## src/verilog/fetch_pkg.sv

```systemverilog
/*
  Fetch address selection codes: sources of the next fetch address,
  exception targets and trap base select
*/
`default_nettype none

package fetch_pkg;

  // -------------------------------------------------------------------------
  // next fetch address source
  // -------------------------------------------------------------------------
  typedef enum logic [3:0] {
    PC_BOOT      = 4'b0000,
    PC_FENCEI    = 4'b0001,
    PC_JUMP      = 4'b0010,
    PC_BRANCH    = 4'b0011,
    PC_EXCEPTION = 4'b0100,
    PC_MRET      = 4'b0101,
    PC_DRET      = 4'b0111
  } pc_mux_e;

  // exception target inside the trap vector table
  typedef enum logic [2:0] {
    EXC_PC_EXCEPTION = 3'b000,
    EXC_PC_IRQ       = 3'b001,
    EXC_PC_DBD       = 3'b010
  } exc_pc_mux_e;

  // which trap base register is active
  typedef enum logic [1:0] {
    TRAP_MACHINE  = 2'b00,
    TRAP_USER     = 2'b01,
    TRAP_MACHINEX = 2'b10
  } trap_mux_e;

endpackage

`default_nettype wire

```

## src/verilog/ibus_pkg.sv

```systemverilog
/*
  Instruction bus and fetch buffer constants
*/
`default_nettype none

package ibus_pkg;

  // address and data width of the instruction bus
  localparam int unsigned IBUS_AW = 32;
  localparam int unsigned IBUS_DW = 32;

  // one aligned word per fetch
  localparam logic [IBUS_AW-1:0] FETCH_ADDR_STEP = 32'd4;

  // addi x0, x0, 0
  localparam logic [IBUS_DW-1:0] FETCH_RESET_WORD = 32'h0000_0013;

endpackage

`default_nettype wire

```

## src/verilog/fetch_fsm.sv

```systemverilog
/*
  Fetch control. Offset FSM, decode handshake strobes towards the
  prefetch buffer, and the IF/ID registers that hold a word for decode.
*/
`timescale 1ns/1ps
`default_nettype none

module fetch_fsm
  import ibus_pkg::*;
(
  input  wire                clk,
  input  wire                rst_n,
  input  wire                req_i,
  input  wire                pc_set_i,
  input  wire                halt_if_i,
  input  wire                id_ready_i,
  input  wire                clear_instr_valid_i,
  input  wire                fetch_valid_i,
  input  wire [IBUS_DW-1:0]  fetch_rdata_i,
  input  wire                fetch_err_i,
  output logic               branch_req_o,
  output logic               fetch_ready_o,
  output logic               instr_valid_id_o,
  output logic [IBUS_DW-1:0] instr_rdata_id_o,
  output logic               is_fetch_failed_o,
  output logic               perf_imiss_o
);

  typedef enum logic {IDLE = 1'b0, WAIT = 1'b1} state_e;

  state_e state_q;
  state_e state_n;
  logic   offer;
  logic   transfer;
  // error bit of the word held in IF/ID
  logic   err_id_q;

  // -------------------------------------------------------------------------
  // offset FSM
  // -------------------------------------------------------------------------
  // first request after reset or any pc_set starts a new fetch stream
  assign branch_req_o = pc_set_i | ((state_q == IDLE) & req_i);
  // a redirect kills whatever sits at the buffer head
  assign offer        = (state_q == WAIT) & fetch_valid_i & ~pc_set_i;
  assign transfer     = offer & req_i & id_ready_i & ~halt_if_i;
  assign fetch_ready_o = transfer;

  always_comb begin
    state_n = state_q;
    if (branch_req_o) begin
      state_n = WAIT;
    end
  end

  always_ff @(posedge clk or negedge rst_n) begin
    if (!rst_n) begin
      state_q <= IDLE;
    end else begin
      state_q <= state_n;
    end
  end

  // miss: nothing to hand over, or stream just restarted
  assign perf_imiss_o = ~fetch_valid_i | branch_req_o;

  // -------------------------------------------------------------------------
  // IF/ID pipeline registers, frozen while decode stalls
  // -------------------------------------------------------------------------
  always_ff @(posedge clk or negedge rst_n) begin
    if (!rst_n) begin
      instr_valid_id_o  <= 1'b0;
      instr_rdata_id_o  <= FETCH_RESET_WORD;
      is_fetch_failed_o <= 1'b0;
      err_id_q          <= 1'b0;
    end else if (transfer) begin
      instr_valid_id_o  <= 1'b1;
      instr_rdata_id_o  <= fetch_rdata_i;
      is_fetch_failed_o <= 1'b0;
      err_id_q          <= fetch_err_i;
    end else if (clear_instr_valid_i) begin
      instr_valid_id_o  <= 1'b0;
      // failure of the held word or of the one waiting behind it
      is_fetch_failed_o <= err_id_q | fetch_err_i;
    end
  end

  // a word at the buffer head stays until it is taken or flushed
  a_head_held: assert property (
    @(posedge clk) disable iff (!rst_n)
    fetch_valid_i && !fetch_ready_o && !branch_req_o |=> fetch_valid_i)
    else $error("fetch_valid dropped without pop or flush");

endmodule

`default_nettype wire

```

## src/verilog/fetch_watchdog.sv

```systemverilog
/*
  Grant watchdog. Counts cycles a bus request waits for its grant and
  pulses a timeout flag once the limit is hit.
*/
`timescale 1ns/1ps
`default_nettype none

module fetch_watchdog #(
  parameter int unsigned GNT_TIMEOUT = 8
) (
  input  wire  clk,
  input  wire  rst_n,
  input  wire  instr_req_i,
  input  wire  instr_gnt_i,
  input  wire  flush_i,
  output logic gnt_timeout_o
);

  localparam int unsigned CNT_W = $clog2(GNT_TIMEOUT + 1);

  logic [CNT_W-1:0] wait_cnt_q;
  logic             waiting;

  // request pending and not accepted this cycle
  assign waiting = instr_req_i & ~instr_gnt_i;

  always_ff @(posedge clk or negedge rst_n) begin
    if (!rst_n) begin
      wait_cnt_q    <= '0;
      gnt_timeout_o <= 1'b0;
    end else begin
      gnt_timeout_o <= 1'b0;
      if (flush_i || !waiting) begin
        wait_cnt_q <= '0;
      end else if (wait_cnt_q == CNT_W'(GNT_TIMEOUT - 1)) begin
        // limit reached, single-cycle flag
        wait_cnt_q    <= '0;
        gnt_timeout_o <= 1'b1;
      end else begin
        wait_cnt_q <= wait_cnt_q + 1'b1;
      end
    end
  end

  a_gnt_needs_req: assert property (
    @(posedge clk) disable iff (!rst_n) instr_gnt_i |-> instr_req_i)
    else $error("instr_gnt_i without instr_req");

endmodule

`default_nettype wire

```

## src/verilog/if_stage.sv

```systemverilog
/*
  Instruction fetch stage top. Address select, prefetch buffer, grant
  watchdog and fetch FSM with the IF/ID registers.
*/
`timescale 1ns/1ps
`default_nettype none

module if_stage
  import fetch_pkg::*, ibus_pkg::*;
#(
  parameter logic [31:0] DM_HALT_ADDR = 32'h1a11_0800,
  parameter int unsigned FIFO_DEPTH   = 2,
  parameter int unsigned GNT_TIMEOUT  = 8
) (
  input  wire                clk,
  input  wire                rst_n,
  // address sources
  input  wire pc_mux_e       pc_mux_i,
  input  wire exc_pc_mux_e   exc_pc_mux_i,
  input  wire trap_mux_e     trap_addr_mux_i,
  input  wire [4:0]          exc_vec_pc_mux_i,
  input  wire [23:0]         m_trap_base_addr_i,
  input  wire [23:0]         m_trap_base_addrx_i,
  input  wire [23:0]         u_trap_base_addr_i,
  input  wire [IBUS_AW-2:0]  boot_addr_i,
  input  wire [IBUS_AW-1:0]  jump_target_id_i,
  input  wire [IBUS_AW-1:0]  jump_target_ex_i,
  input  wire [IBUS_AW-1:0]  mepc_i,
  input  wire [IBUS_AW-1:0]  depc_i,
  input  wire [IBUS_AW-1:0]  pc_i,
  // instruction bus
  output logic               instr_req_o,
  output logic [IBUS_AW-1:0] instr_addr_o,
  input  wire                instr_gnt_i,
  input  wire                instr_rvalid_i,
  input  wire [IBUS_DW-1:0]  instr_rdata_i,
  input  wire                instr_err_pmp_i,
  // control from decode / controller
  input  wire                req_i,
  input  wire                pc_set_i,
  input  wire                halt_if_i,
  input  wire                id_ready_i,
  input  wire                clear_instr_valid_i,
  // to decode
  output logic               instr_valid_id_o,
  output logic [IBUS_DW-1:0] instr_rdata_id_o,
  output logic               is_fetch_failed_o,
  output logic [IBUS_AW-1:0] branch_target_o,
  output logic               if_busy_o,
  output logic               perf_imiss_o
);

  logic               branch_req;
  logic               fetch_ready;
  logic               fetch_valid;
  logic [IBUS_DW-1:0] fetch_rdata;
  logic               fetch_err;
  logic               gnt_timeout;

  // selected address is also the branch target seen by decode
  pc_select #(.DM_HALT_ADDR(DM_HALT_ADDR)) i_pc_select (
    .pc_mux_i, .exc_pc_mux_i, .trap_addr_mux_i, .exc_vec_pc_mux_i,
    .m_trap_base_addr_i, .m_trap_base_addrx_i, .u_trap_base_addr_i,
    .boot_addr_i, .jump_target_id_i, .jump_target_ex_i,
    .mepc_i, .depc_i, .pc_i,
    .fetch_addr_o (branch_target_o)
  );

  prefetch_buffer #(.FIFO_DEPTH(FIFO_DEPTH)) i_prefetch_buffer (
    .clk, .rst_n, .req_i,
    .branch_i      (branch_req),
    .addr_i        (branch_target_o),
    .ready_i       (fetch_ready),
    .gnt_timeout_i (gnt_timeout),
    .instr_req_o, .instr_addr_o, .instr_gnt_i, .instr_rvalid_i,
    .instr_rdata_i, .instr_err_pmp_i,
    .valid_o       (fetch_valid),
    .rdata_o       (fetch_rdata),
    .err_o         (fetch_err),
    .busy_o        (if_busy_o)
  );

  fetch_watchdog #(.GNT_TIMEOUT(GNT_TIMEOUT)) i_fetch_watchdog (
    .clk, .rst_n,
    .instr_req_i   (instr_req_o),
    .instr_gnt_i,
    .flush_i       (branch_req),
    .gnt_timeout_o (gnt_timeout)
  );

  fetch_fsm i_fetch_fsm (
    .clk, .rst_n, .req_i, .pc_set_i, .halt_if_i, .id_ready_i, .clear_instr_valid_i,
    .fetch_valid_i (fetch_valid),
    .fetch_rdata_i (fetch_rdata),
    .fetch_err_i   (fetch_err),
    .branch_req_o  (branch_req),
    .fetch_ready_o (fetch_ready),
    .instr_valid_id_o, .instr_rdata_id_o, .is_fetch_failed_o, .perf_imiss_o
  );

endmodule

`default_nettype wire

```

## src/verilog/pc_select.sv

```systemverilog
/*
  Next fetch address select. Picks the trap base, builds the exception
  or interrupt vector and muxes all address sources. Purely combinational.
*/
`timescale 1ns/1ps
`default_nettype none

module pc_select
  import fetch_pkg::*, ibus_pkg::*;
#(
  parameter logic [31:0] DM_HALT_ADDR = 32'h1a11_0800
) (
  input  wire pc_mux_e            pc_mux_i,
  input  wire exc_pc_mux_e        exc_pc_mux_i,
  input  wire trap_mux_e          trap_addr_mux_i,
  input  wire [4:0]               exc_vec_pc_mux_i,
  input  wire [23:0]              m_trap_base_addr_i,
  input  wire [23:0]              m_trap_base_addrx_i,
  input  wire [23:0]              u_trap_base_addr_i,
  input  wire [IBUS_AW-2:0]       boot_addr_i,
  input  wire [IBUS_AW-1:0]       jump_target_id_i,
  input  wire [IBUS_AW-1:0]       jump_target_ex_i,
  input  wire [IBUS_AW-1:0]       mepc_i,
  input  wire [IBUS_AW-1:0]       depc_i,
  input  wire [IBUS_AW-1:0]       pc_i,
  output logic [IBUS_AW-1:0]      fetch_addr_o
);

  logic [23:0]        trap_base;
  logic [IBUS_AW-1:0] exc_pc;
  logic [IBUS_AW-1:0] addr_sel;

  // trap base, then exception / irq / debug target
  always_comb begin
    trap_base = m_trap_base_addr_i;
    unique case (trap_addr_mux_i)
      TRAP_USER:     trap_base = u_trap_base_addr_i;
      TRAP_MACHINEX: trap_base = m_trap_base_addrx_i;
      default:       trap_base = m_trap_base_addr_i;
    endcase

    exc_pc = '0;
    unique case (exc_pc_mux_i)
      EXC_PC_EXCEPTION: exc_pc = {trap_base, 8'h00};
      // vectored: one 4-byte slot per line
      EXC_PC_IRQ:       exc_pc = {trap_base, 1'b0, exc_vec_pc_mux_i, 2'b00};
      EXC_PC_DBD:       exc_pc = DM_HALT_ADDR;
      default:          exc_pc = '0;
    endcase
  end

  // address source mux
  always_comb begin
    addr_sel = '0;
    unique case (pc_mux_i)
      PC_BOOT:      addr_sel = {boot_addr_i, 1'b0};
      PC_JUMP:      addr_sel = jump_target_id_i;
      PC_BRANCH:    addr_sel = jump_target_ex_i;
      PC_EXCEPTION: addr_sel = exc_pc;
      PC_MRET:      addr_sel = mepc_i;
      PC_DRET:      addr_sel = depc_i;
      // refetch the word after the fence
      PC_FENCEI:    addr_sel = pc_i + FETCH_ADDR_STEP;
      default:      addr_sel = '0;
    endcase
  end

  assign fetch_addr_o = {addr_sel[IBUS_AW-1:1], 1'b0};

endmodule

`default_nettype wire

```

## src/verilog/prefetch_buffer.sv

```systemverilog
/*
  Prefetch buffer. Issues word requests on the instruction bus while
  there is room and keeps fetched words with their error bits in a FIFO.
*/
`timescale 1ns/1ps
`default_nettype none

module prefetch_buffer
  import ibus_pkg::*;
#(
  parameter int unsigned FIFO_DEPTH = 2
) (
  input  wire                clk,
  input  wire                rst_n,
  input  wire                req_i,
  input  wire                branch_i,
  input  wire [IBUS_AW-1:0]  addr_i,
  input  wire                ready_i,
  input  wire                gnt_timeout_i,
  output logic               instr_req_o,
  output logic [IBUS_AW-1:0] instr_addr_o,
  input  wire                instr_gnt_i,
  input  wire                instr_rvalid_i,
  input  wire [IBUS_DW-1:0]  instr_rdata_i,
  input  wire                instr_err_pmp_i,
  output logic               valid_o,
  output logic [IBUS_DW-1:0] rdata_o,
  output logic               err_o,
  output logic               busy_o
);

  localparam int unsigned PTR_W = (FIFO_DEPTH > 1) ? $clog2(FIFO_DEPTH) : 1;
  localparam int unsigned CNT_W = $clog2(FIFO_DEPTH + 1);

  logic [IBUS_DW-1:0] data_mem [FIFO_DEPTH];
  logic               err_mem  [FIFO_DEPTH];
  logic [PTR_W-1:0]   wptr_q, rptr_q;
  // stored words, granted-but-unanswered requests, stale answers to drop
  logic [CNT_W-1:0]   cnt_q, out_q, disc_q;
  logic [IBUS_AW-1:0] addr_q;
  logic               active_q, tmo_pend_q;
  logic               room, gnt, push_rsp, push_tmo, push, pop;

  // -------------------------------------------------------------------------
  // request side
  // -------------------------------------------------------------------------
  assign room = ({1'b0, cnt_q} + {1'b0, out_q}) < (CNT_W + 1)'(FIFO_DEPTH);
  assign instr_req_o  = active_q & req_i & room & ~branch_i & ~gnt_timeout_i & ~tmo_pend_q;
  assign instr_addr_o = addr_q;
  assign gnt          = instr_req_o & instr_gnt_i;

  // -------------------------------------------------------------------------
  // FIFO side
  // -------------------------------------------------------------------------
  assign push_rsp = instr_rvalid_i & (disc_q == '0);
  // error entry waits until all earlier answers are in, keeps order
  assign push_tmo = tmo_pend_q & (out_q == '0);
  assign push     = push_rsp | push_tmo;
  assign valid_o  = (cnt_q != '0);
  assign pop      = ready_i & valid_o;
  assign rdata_o  = data_mem[rptr_q];
  assign err_o    = valid_o & err_mem[rptr_q];
  assign busy_o   = valid_o | (out_q != '0);

  always_ff @(posedge clk) begin
    if (push && !branch_i) begin
      data_mem[wptr_q] <= push_tmo ? FETCH_RESET_WORD : instr_rdata_i;
      err_mem[wptr_q]  <= push_tmo | instr_err_pmp_i;
    end
  end

  always_ff @(posedge clk or negedge rst_n) begin
    if (!rst_n) begin
      wptr_q     <= '0;
      rptr_q     <= '0;
      cnt_q      <= '0;
      out_q      <= '0;
      disc_q     <= '0;
      addr_q     <= '0;
      active_q   <= 1'b0;
      tmo_pend_q <= 1'b0;
    end else begin
      out_q <= out_q + CNT_W'(gnt) - CNT_W'(instr_rvalid_i);
      if (branch_i) begin
        // flush, everything still in flight is stale
        wptr_q     <= '0;
        rptr_q     <= '0;
        cnt_q      <= '0;
        disc_q     <= out_q - CNT_W'(instr_rvalid_i);
        addr_q     <= addr_i;
        active_q   <= 1'b1;
        tmo_pend_q <= 1'b0;
      end else begin
        if (push) wptr_q <= wptr_q + 1'b1;
        if (pop)  rptr_q <= rptr_q + 1'b1;
        cnt_q <= cnt_q + CNT_W'(push) - CNT_W'(pop);
        if (instr_rvalid_i && disc_q != '0) disc_q <= disc_q - 1'b1;
        // timed-out word counts as fetched, move on
        if (gnt || gnt_timeout_i) addr_q <= addr_q + FETCH_ADDR_STEP;
        if (gnt_timeout_i) begin
          tmo_pend_q <= 1'b1;
        end else if (push_tmo) begin
          tmo_pend_q <= 1'b0;
        end
      end
    end
  end

  a_rvalid_outstanding: assert property (
    @(posedge clk) disable iff (!rst_n) instr_rvalid_i |-> (out_q != '0))
    else $error("instr_rvalid_i with no request outstanding");

endmodule

`default_nettype wire
```

## config.mk

```make
export PLATFORM = sky130hd
export DESIGN_NAME = if_stage
export DESIGN_NICKNAME = d
export VERILOG_FILES = /design/src/verilog/fetch_pkg.sv /design/src/verilog/ibus_pkg.sv /design/src/verilog/fetch_fsm.sv /design/src/verilog/fetch_watchdog.sv /design/src/verilog/if_stage.sv /design/src/verilog/pc_select.sv /design/src/verilog/prefetch_buffer.sv
export SDC_FILE = /design/constraint.sdc
export NUM_CORES = 1
export LEC_CHECK = 0
export BUFFER_PORTS_ARGS = -buffer_cell sky130_fd_sc_hd__buf_2
export CORE_AREA = 2 2 165 167
export DETAILED_ROUTE_END_ITERATION = 8
export DIE_AREA = 0 0 167 169
export PLACE_DENSITY = 0.68
export RECOVER_POWER = 50
export SETUP_SLACK_MARGIN = 0.5
export SYNTH_ARGS = -nofsm -noshare
export SYNTH_HDL_FRONTEND = slang
export SYNTH_HIERARCHICAL = 1
export SYNTH_SLANG_ARGS = --single-unit
```

## constraint.sdc

```tcl
create_clock -name clk -period 4.86 [get_ports clk]
set_clock_uncertainty 0.2 [all_clocks]
set_input_delay 0.972 -clock clk [delete_from_list [all_inputs] [get_ports clk]]
set_output_delay 0.972 -clock clk [all_outputs]
set_load 0.005 [all_outputs]
```

==> impl_metrics.env, run 1 <==
export IMPL_yosysWarnings=6
export IMPL_grt_antenna_before_repair=7
export IMPL_ir_drop_mv=0.349
export IMPL_yosys_top_cells_area="dfrtp_1 (21%), edfxtp_1 (21%), mux2_2 (6.5%)"
export IMPL_start_util=0.352
export IMPL_min_path_type="flip-flop to flip-flop"
export IMPL_relSlewSlack=-0.845
export IMPL_postPlaceCellArea_mm2=0.0118
export IMPL_drc_errors=0
export IMPL_worst_ep_required_time_ns=3.69
export IMPL_coreArea_mm2=0.0265
export IMPL_path_clk_slew_ns=0.06
export IMPL_synth_compound_area_frac=0.159
export IMPL_grt_usage=0.253
export IMPL_hold_buffers=0
export IMPL_violations="capacitance limit, slew limit"
export IMPL_drive_gt1_frac=0.428
export IMPL_cts_buffer_depth=2
export IMPL_critical_path_class="primary input to output pin"
export IMPL_fillCellCount=2577
export IMPL_crit_path_start_kind="primary input"
export IMPL_power_density_mw_per_mm2=339
export IMPL_grt_max_degree=72
export IMPL_setup_violations=0
export IMPL_portBuffers=413
export IMPL_worst_pin_slew_ns=2.77
export IMPL_syn_area_mm2=0.00932
export IMPL_fin_cells=1652
export IMPL_rows=60
export IMPL_slew_violations=136
export IMPL_area_growth_pct=32.7
export IMPL_grt_pass1_wl_mm=53.8
export IMPL_min_period_over_period=0.879
export IMPL_drtIter0Drc=666
export IMPL_worstPathMaxFanout=20
export IMPL_fp_dieH_um=169
export IMPL_drt_total_wl_mm=36.9
export IMPL_synth_xor_area_share=0.0564
export IMPL_status="finished, violations left"
export IMPL_synth_fa_ha_area_frac=0.0169
export IMPL_cts_root_buf="clkbuf_16"
export IMPL_die_w_um=167
export IMPL_overflow=0
export IMPL_synthesis_nets=1221
export IMPL_ys_seq_area_frac=0.436
export IMPL_cap_violations=3
export IMPL_die_area_mm2=0.0282
export IMPL_ys_types=72
export IMPL_via_per_inst=5.43
export IMPL_setup_tns_ns=0
export IMPL_synthFlopType="dfrtp_1"
export IMPL_fmax_mhz=234
export IMPL_synth_top_cell_area_share=0.215
export IMPL_rsz0062_at_grt="false"
export IMPL_cp_common_cell="buf_2"
export IMPL_finalInstanceArea_mm2=0.0124
export IMPL_grt_pass1_vias=8841
export IMPL_cellLeakagePower_nw=5.42
export IMPL_dp_cells=1614
export IMPL_synth_simple_area_share=0.174
export IMPL_numCtsBuffers=17
export IMPL_post_drt_wl_per_cell_um=22.4
export IMPL_cp_cell_sequence="buf_2 -> nand2b_1 -> or4_4 -> nor2_4 -> a221oi_1 -> o21ai_0 -> buf_2"
export IMPL_ys_ff_latch=149
export IMPL_cts_htree_levels=4
export IMPL_slowest_delay_ns=0.47
export IMPL_hpwl_mm=29.8
export IMPL_nets=1623
export IMPL_synth_top_area_cell="dfrtp_1"
export IMPL_avgSynthCellArea_um2=10.5
export IMPL_synth_top_family_by_area="simple AND/OR/NAND/NOR gates"
export IMPL_io_pin_count=420
export IMPL_gp_congestion=0.951
export IMPL_crit_slowest_cell="or4_4"
export IMPL_postSynth_asyncResetShare=0.557
export IMPL_dr_pass1_iters=7
export IMPL_syn_inst=890
export IMPL_cts_tree="yes"
export IMPL_post_route_min_period_ns=4.27
export IMPL_whs_ns=0.264
export IMPL_clock_sinks=149
export IMPL_clkLatencyLatePin_ns=0.42
export IMPL_crit_arrival_ns=3.10
export IMPL_synthMuxAreaShare=0.118
export IMPL_crit_path_end_kind="output pin"
export IMPL_vias=8977
export IMPL_ant_nets=0
export IMPL_hold_viol=0
export IMPL_synth_edf_count=66
-- synth_stat cells, types with 13 or more instances --
| library cell | count |
|---|---|
| edfxtp_1 | 66 |
| mux2_4 | 27 |
| nor2b_1 | 36 |
| nor3_1 | 19 |
| inv_1 | 20 |
| nand4_1 | 20 |
| xor2_1 | 32 |
| a222oi_1 | 13 |
| nand2_1 | 65 |
| a22o_1 | 15 |
| a22oi_1 | 55 |
| a21oi_1 | 25 |
| clkbuf_1 | 37 |
| mux2_2 | 54 |
| xnor2_1 | 28 |
| dfrtp_1 | 80 |
| nor2_1 | 48 |
| nand3_1 | 30 |
| o21ai_0 | 53 |
-- where the power goes --
group	leakage (nW)	internal, mW	switching, mW
combinational	3.43	0.558	0.515
clock	0.310	0.882	0.518
sequential	1.68	1.56	0.160
-- registers in the layout, summed over array words and instances (netlist names) --
register                        count
i_fetch_fsm/state_q                 1
i_fetch_fsm/err_id_q                1
i_prefetch_buffer/disc_q            2
i_prefetch_buffer/data_mem         64
i_prefetch_buffer/instr_addr_o     32
i_fetch_fsm/instr_valid_id_o        1
i_fetch_fsm/is_fetch_failed_o       1
i_prefetch_buffer/err_mem           2
i_prefetch_buffer/cnt_q             2
i_fetch_fsm/instr_rdata_id_o       32
i_fetch_watchdog/gnt_timeout_o      1
i_prefetch_buffer/active_q          1
i_prefetch_buffer/rptr_q            1
i_fetch_watchdog/wait_cnt_q         4
i_prefetch_buffer/wptr_q            1
i_prefetch_buffer/tmo_pend_q        1
i_prefetch_buffer/out_q             2
-- logic make-up after synthesis --
logic type,Yosys count
mux,90
fa+ha+maj,12
flops,149
other cells,1
xor+xnor,60
compound gates,210
buf+inv,76
simple gates,292
-- worst max-delay path, delay by kind of cell --
kind	cells	cell delay, ns
AOI/OAI and AO/OA	2	0.49
and+or+nand+nor	3	1.07
buffers and inverters	2	0.56
-- cells in the final DEF, fill, tap and decap left out, types with 17 or more instances in the layout --
cell type  count
mux2_2        54
edfxtp_1      66
clkbuf_1      30
dfrtp_1       80
clkbuf_16     17
nand3_1       30
xnor2_1       28
buf_2        386
nor2_1        48
nand2_1       65
o21ai_0       53
nor2b_1       36
xor2_1        32
nor3_1        17
nand4_1       20
a22oi_1       55
a21oi_1       25
mux2_4        27
buf_4         22
inv_1         19
-- metal layers --
metal,vias up,global-route usage,part of all wire
li1,4183,-,-
met1,4309,0.288,0.38
met2,422,0.462,0.52
met3,63,0.0552,0.070
met4,0,0.0986,0.032
met5,-,0,0
-- final timing paths --
check	start	to	slack, ns	cells past startpoint
setup / recovery	pc_mux_i[2]	branch_target_o[17]	0.59	7
hold / removal	i_fetch_fsm/state_q$_DFFE_PN0P_	i_fetch_fsm/state_q$_DFFE_PN0P_	0.26	2
setup reg to reg	i_prefetch_buffer/cnt_q[1]$_DFF_PN0_	i_fetch_fsm/instr_rdata_id_o[18]$_DFFE_PN0P_	0.95	6
hold reg to reg	i_fetch_fsm/state_q$_DFFE_PN0P_	i_fetch_fsm/state_q$_DFFE_PN0P_	0.26	2
max in group asynchronous	rst_n	i_prefetch_buffer/instr_addr_o[14]$_DFFE_PN0P_	1.88	2
min in group asynchronous	rst_n	i_fetch_fsm/instr_rdata_id_o[23]$_DFFE_PN0P_	0.79	1
-- layout make-up --
cell class                 count  area [um^2]  area share
clock inverter                13          196      0.0159
antenna                        6         15.0     0.00121
clock buffer                  19          443      0.0358
timing repair buffer         439         2220       0.179
multi-input combinational    665         4930       0.399
inverter                      20         75.1     0.00607
tap                          341          427      0.0345
sequential                   149         4060       0.329
-- through the flow --
| stage | power (mW) | setup WS (ns) | utilization |
|---|---|---|---|
| detailed placement | 2.83 | 0.581 | 0.444 |
| CTS | 4.25 | 0.575 | 0.468 |
| floorplan | 2.27 | 1.02 | - |
| finish | 4.19 | 0.587 | 0.467 |
| global route | 4.41 | 0.502 | 0.467 |
| global placement | 2.80 | 0.604 | 0.444 |
-- timing repair --
action	4_1_cts	5_1_grt
setup buffers	0	0
endpoints found under the setup margin	0	2
resized for setup	0	2
hold endpoints to repair	0	0
No activity file was read; power rests on OpenSTA's default activity.
==> run 2: changes to the inputs <==
- clock period: 4.86 -> 4.4 ns (I/O delays scaled with it)
==> run 2 against run 1 <==
The run still ends with capacitance limit, slew limit left. Core utilization rose by 0.47 points. Worst hold slack got worse by 0.011 ns. Via count rose by 0.41%. Largest cell class unchanged. Cell count increased by 0.91%. Critical endpoint is now branch_target_o[13]. Sequential share of layout area down 0.33 points.
==> impl_metrics.env, run 2 (synthesis results as in run 1) <==
export IMPL_dp_cells=1622
export IMPL_pre_cts_ws_ns=0.359
export IMPL_numCtsBuffers=17
export IMPL_via_per_inst=5.41
export IMPL_sw_frac_of_total=0.303
export IMPL_drtIter0Drc=684
export IMPL_crit_arrival_ns=2.73
export IMPL_drt_total_wl_mm=37.3
export IMPL_min_period_over_period=0.866
export IMPL_gp_congestion=0.939
export IMPL_cap_violations=1
export IMPL_vias=9014
export IMPL_clock_sinks=149
export IMPL_hold_viol=0
export IMPL_layout_setup_ws_ns=0.588
export IMPL_comb_power_share=0.265
export IMPL_grt_pass1_wl_mm=54.2
export IMPL_post_drt_wl_per_cell_um=22.4
export IMPL_grt_max_degree=72
export IMPL_setup_tns_ns=0
export IMPL_worst_ep_required_time_ns=3.32
export IMPL_critical_path_class="primary input to output pin"
export IMPL_power_share_sequential=0.420
export IMPL_cts_buffer_depth=2
export IMPL_start_util=0.352
export IMPL_worstPathMaxFanout=20
export IMPL_coreArea_mm2=0.0265
export IMPL_min_path_type="flip-flop to flip-flop"
export IMPL_relSlewSlack=-0.0987
export IMPL_p_int_mw=3.15
export IMPL_fin_cells=1667
export IMPL_fillCellCount=2571
export IMPL_nets=1637
export IMPL_drc_errors=0
export IMPL_final_common_cell="buf_2"
export IMPL_cts_htree_levels=4
export IMPL_finalInstanceArea_mm2=0.0125
export IMPL_slew_violations=59
export IMPL_clock_power_share=0.314
export IMPL_grt_pass1_vias=8902
export IMPL_drive_gt1_frac=0.440
export IMPL_largest_register="i_prefetch_buffer/data_mem"
export IMPL_totalPowerFinal_mw=4.51
export IMPL_hpwl_mm=30.2
export IMPL_postPlaceCellArea_mm2=0.0118
export IMPL_fp_dieH_um=169
export IMPL_clkLatencyLatePin_ns=0.41
export IMPL_post_route_min_period_ns=3.81
export IMPL_p_switching_mw=1.37
export IMPL_area_growth_pct=34.0
export IMPL_status="finished, violations left"
export IMPL_violations="capacitance limit, slew limit"
export IMPL_fmax_mhz=262
export IMPL_hold_buffers=0
export IMPL_die_w_um=167
export IMPL_setup_violations=0
export IMPL_io_pin_count=420
export IMPL_cts_tree="yes"
export IMPL_layout_common_cells="buf_2 (381), dfrtp_1 (80), edfxtp_1 (66)"
export IMPL_power_density_mw_per_mm2=361
export IMPL_ir_drop_mv=0.360
export IMPL_cellLeakagePower_nw=5.47
export IMPL_overflow=0
export IMPL_rows=60
export IMPL_rsz0062_at_grt="false"
export IMPL_die_area_mm2=0.0282
export IMPL_path_clk_slew_ns=0.06
export IMPL_crit_path_end_kind="output pin"
export IMPL_crit_path_start_kind="primary input"
export IMPL_worst_pin_slew_ns=1.65
export IMPL_ant_nets=0
export IMPL_grt_usage=0.255
export IMPL_grt_antenna_before_repair=5
export IMPL_portBuffers=413
export IMPL_cts_root_buf="clkbuf_16"
export IMPL_dr_pass1_iters=5
export IMPL_largest_register_ffs=64
==> run 2: cell types whose count changed in the layout (fill, tap and decap cells not counted), moves of 2 or more <==
cell       delta
nor2_1        -2
bufinv_16     -3
nor2_2        +2
inv_6         +3
clkbuf_4      +2
o21ai_1       +2
buf_2         -5
o21ai_0       -2
a221oi_2      +2
a221oi_1      -2
buf_4        +13
==> run 2: final timing paths <==
path,end,cells past startpoint,slack [ns],start
worst max register to register,i_prefetch_buffer/instr_addr_o[26]$_DFFE_PN0P_,7,1.19,i_prefetch_buffer/out_q[0]$_DFF_PN0_
worst max-delay path,branch_target_o[13],8,0.59,pc_mux_i[1]
min in group asynchronous,i_fetch_fsm/instr_rdata_id_o[21]$_DFFE_PN0P_,1,0.69,rst_n
worst min register to register,i_fetch_watchdog/gnt_timeout_o$_DFF_PN0_,1,0.25,i_fetch_watchdog/wait_cnt_q[3]$_DFF_PN0_
worst min-delay path,i_fetch_watchdog/gnt_timeout_o$_DFF_PN0_,1,0.25,i_fetch_watchdog/wait_cnt_q[3]$_DFF_PN0_
max in group asynchronous,i_prefetch_buffer/instr_addr_o[31]$_DFFE_PN0P_,2,1.72,rst_n
==> run 2: repair_timing <==
action                                  4_1_cts  5_1_grt
gates resized for setup                       6       12
pin swaps                                     2        1
endpoints found under the setup margin        9       19
buffers inserted                              5        1
==> run 2: final cells by class <==
class | instances | area (um^2) | area share
multi-input combinational | 665 | 4970 | 0.398
sequential | 149 | 4060 | 0.325
timing repair buffer | 453 | 2350 | 0.188
tap | 341 | 427 | 0.0342
clock buffer | 17 | 425 | 0.0341
clock inverter | 15 | 163 | 0.0130
inverter | 20 | 75.1 | 0.00601
antenna | 7 | 17.5 | 0.00140
==> run 2: metrics by stage <==
step           hold slack (ns)  utilization
6_report                 0.254        0.471
5_1_grt                  0.272        0.471
4_1_cts                  0.257        0.471
3_5_place_dp             0.249        0.446
3_3_place_gp             0.245        0.446
2_1_floorplan            0.231            -
==> run 2: power groups by stage <==
stage | Sequential [mW] | Clock [mW] | Combinational (mW)
2_1_floorplan | 1.90 | 0 | 0.607
3_3_place_gp | 1.90 | 0 | 1.20
3_5_place_dp | 1.92 | 0 | 1.21
4_1_cts | 1.89 | 1.45 | 1.22
5_1_grt | 1.93 | 1.51 | 1.31
6_report | 1.90 | 1.42 | 1.20
==> run 2: layer usage <==
metal | routed length, um | GRT usage
met1 | 14400 | 0.304
met3 | 2230 | 0.0447
met5 | 0 | 0
met2 | 19800 | 0.471
met4 | 864 | 0.0746
==> run 2: worst max-delay path: stages <==
cell	delay [ns]
clkbuf_4	0.26
buf_4	0.21
mux2_2	0.35
nand3_1	0.08
o21ai_0	0.12
a221oi_1	0.31
o21ai_0	0.29
buf_2	0.21
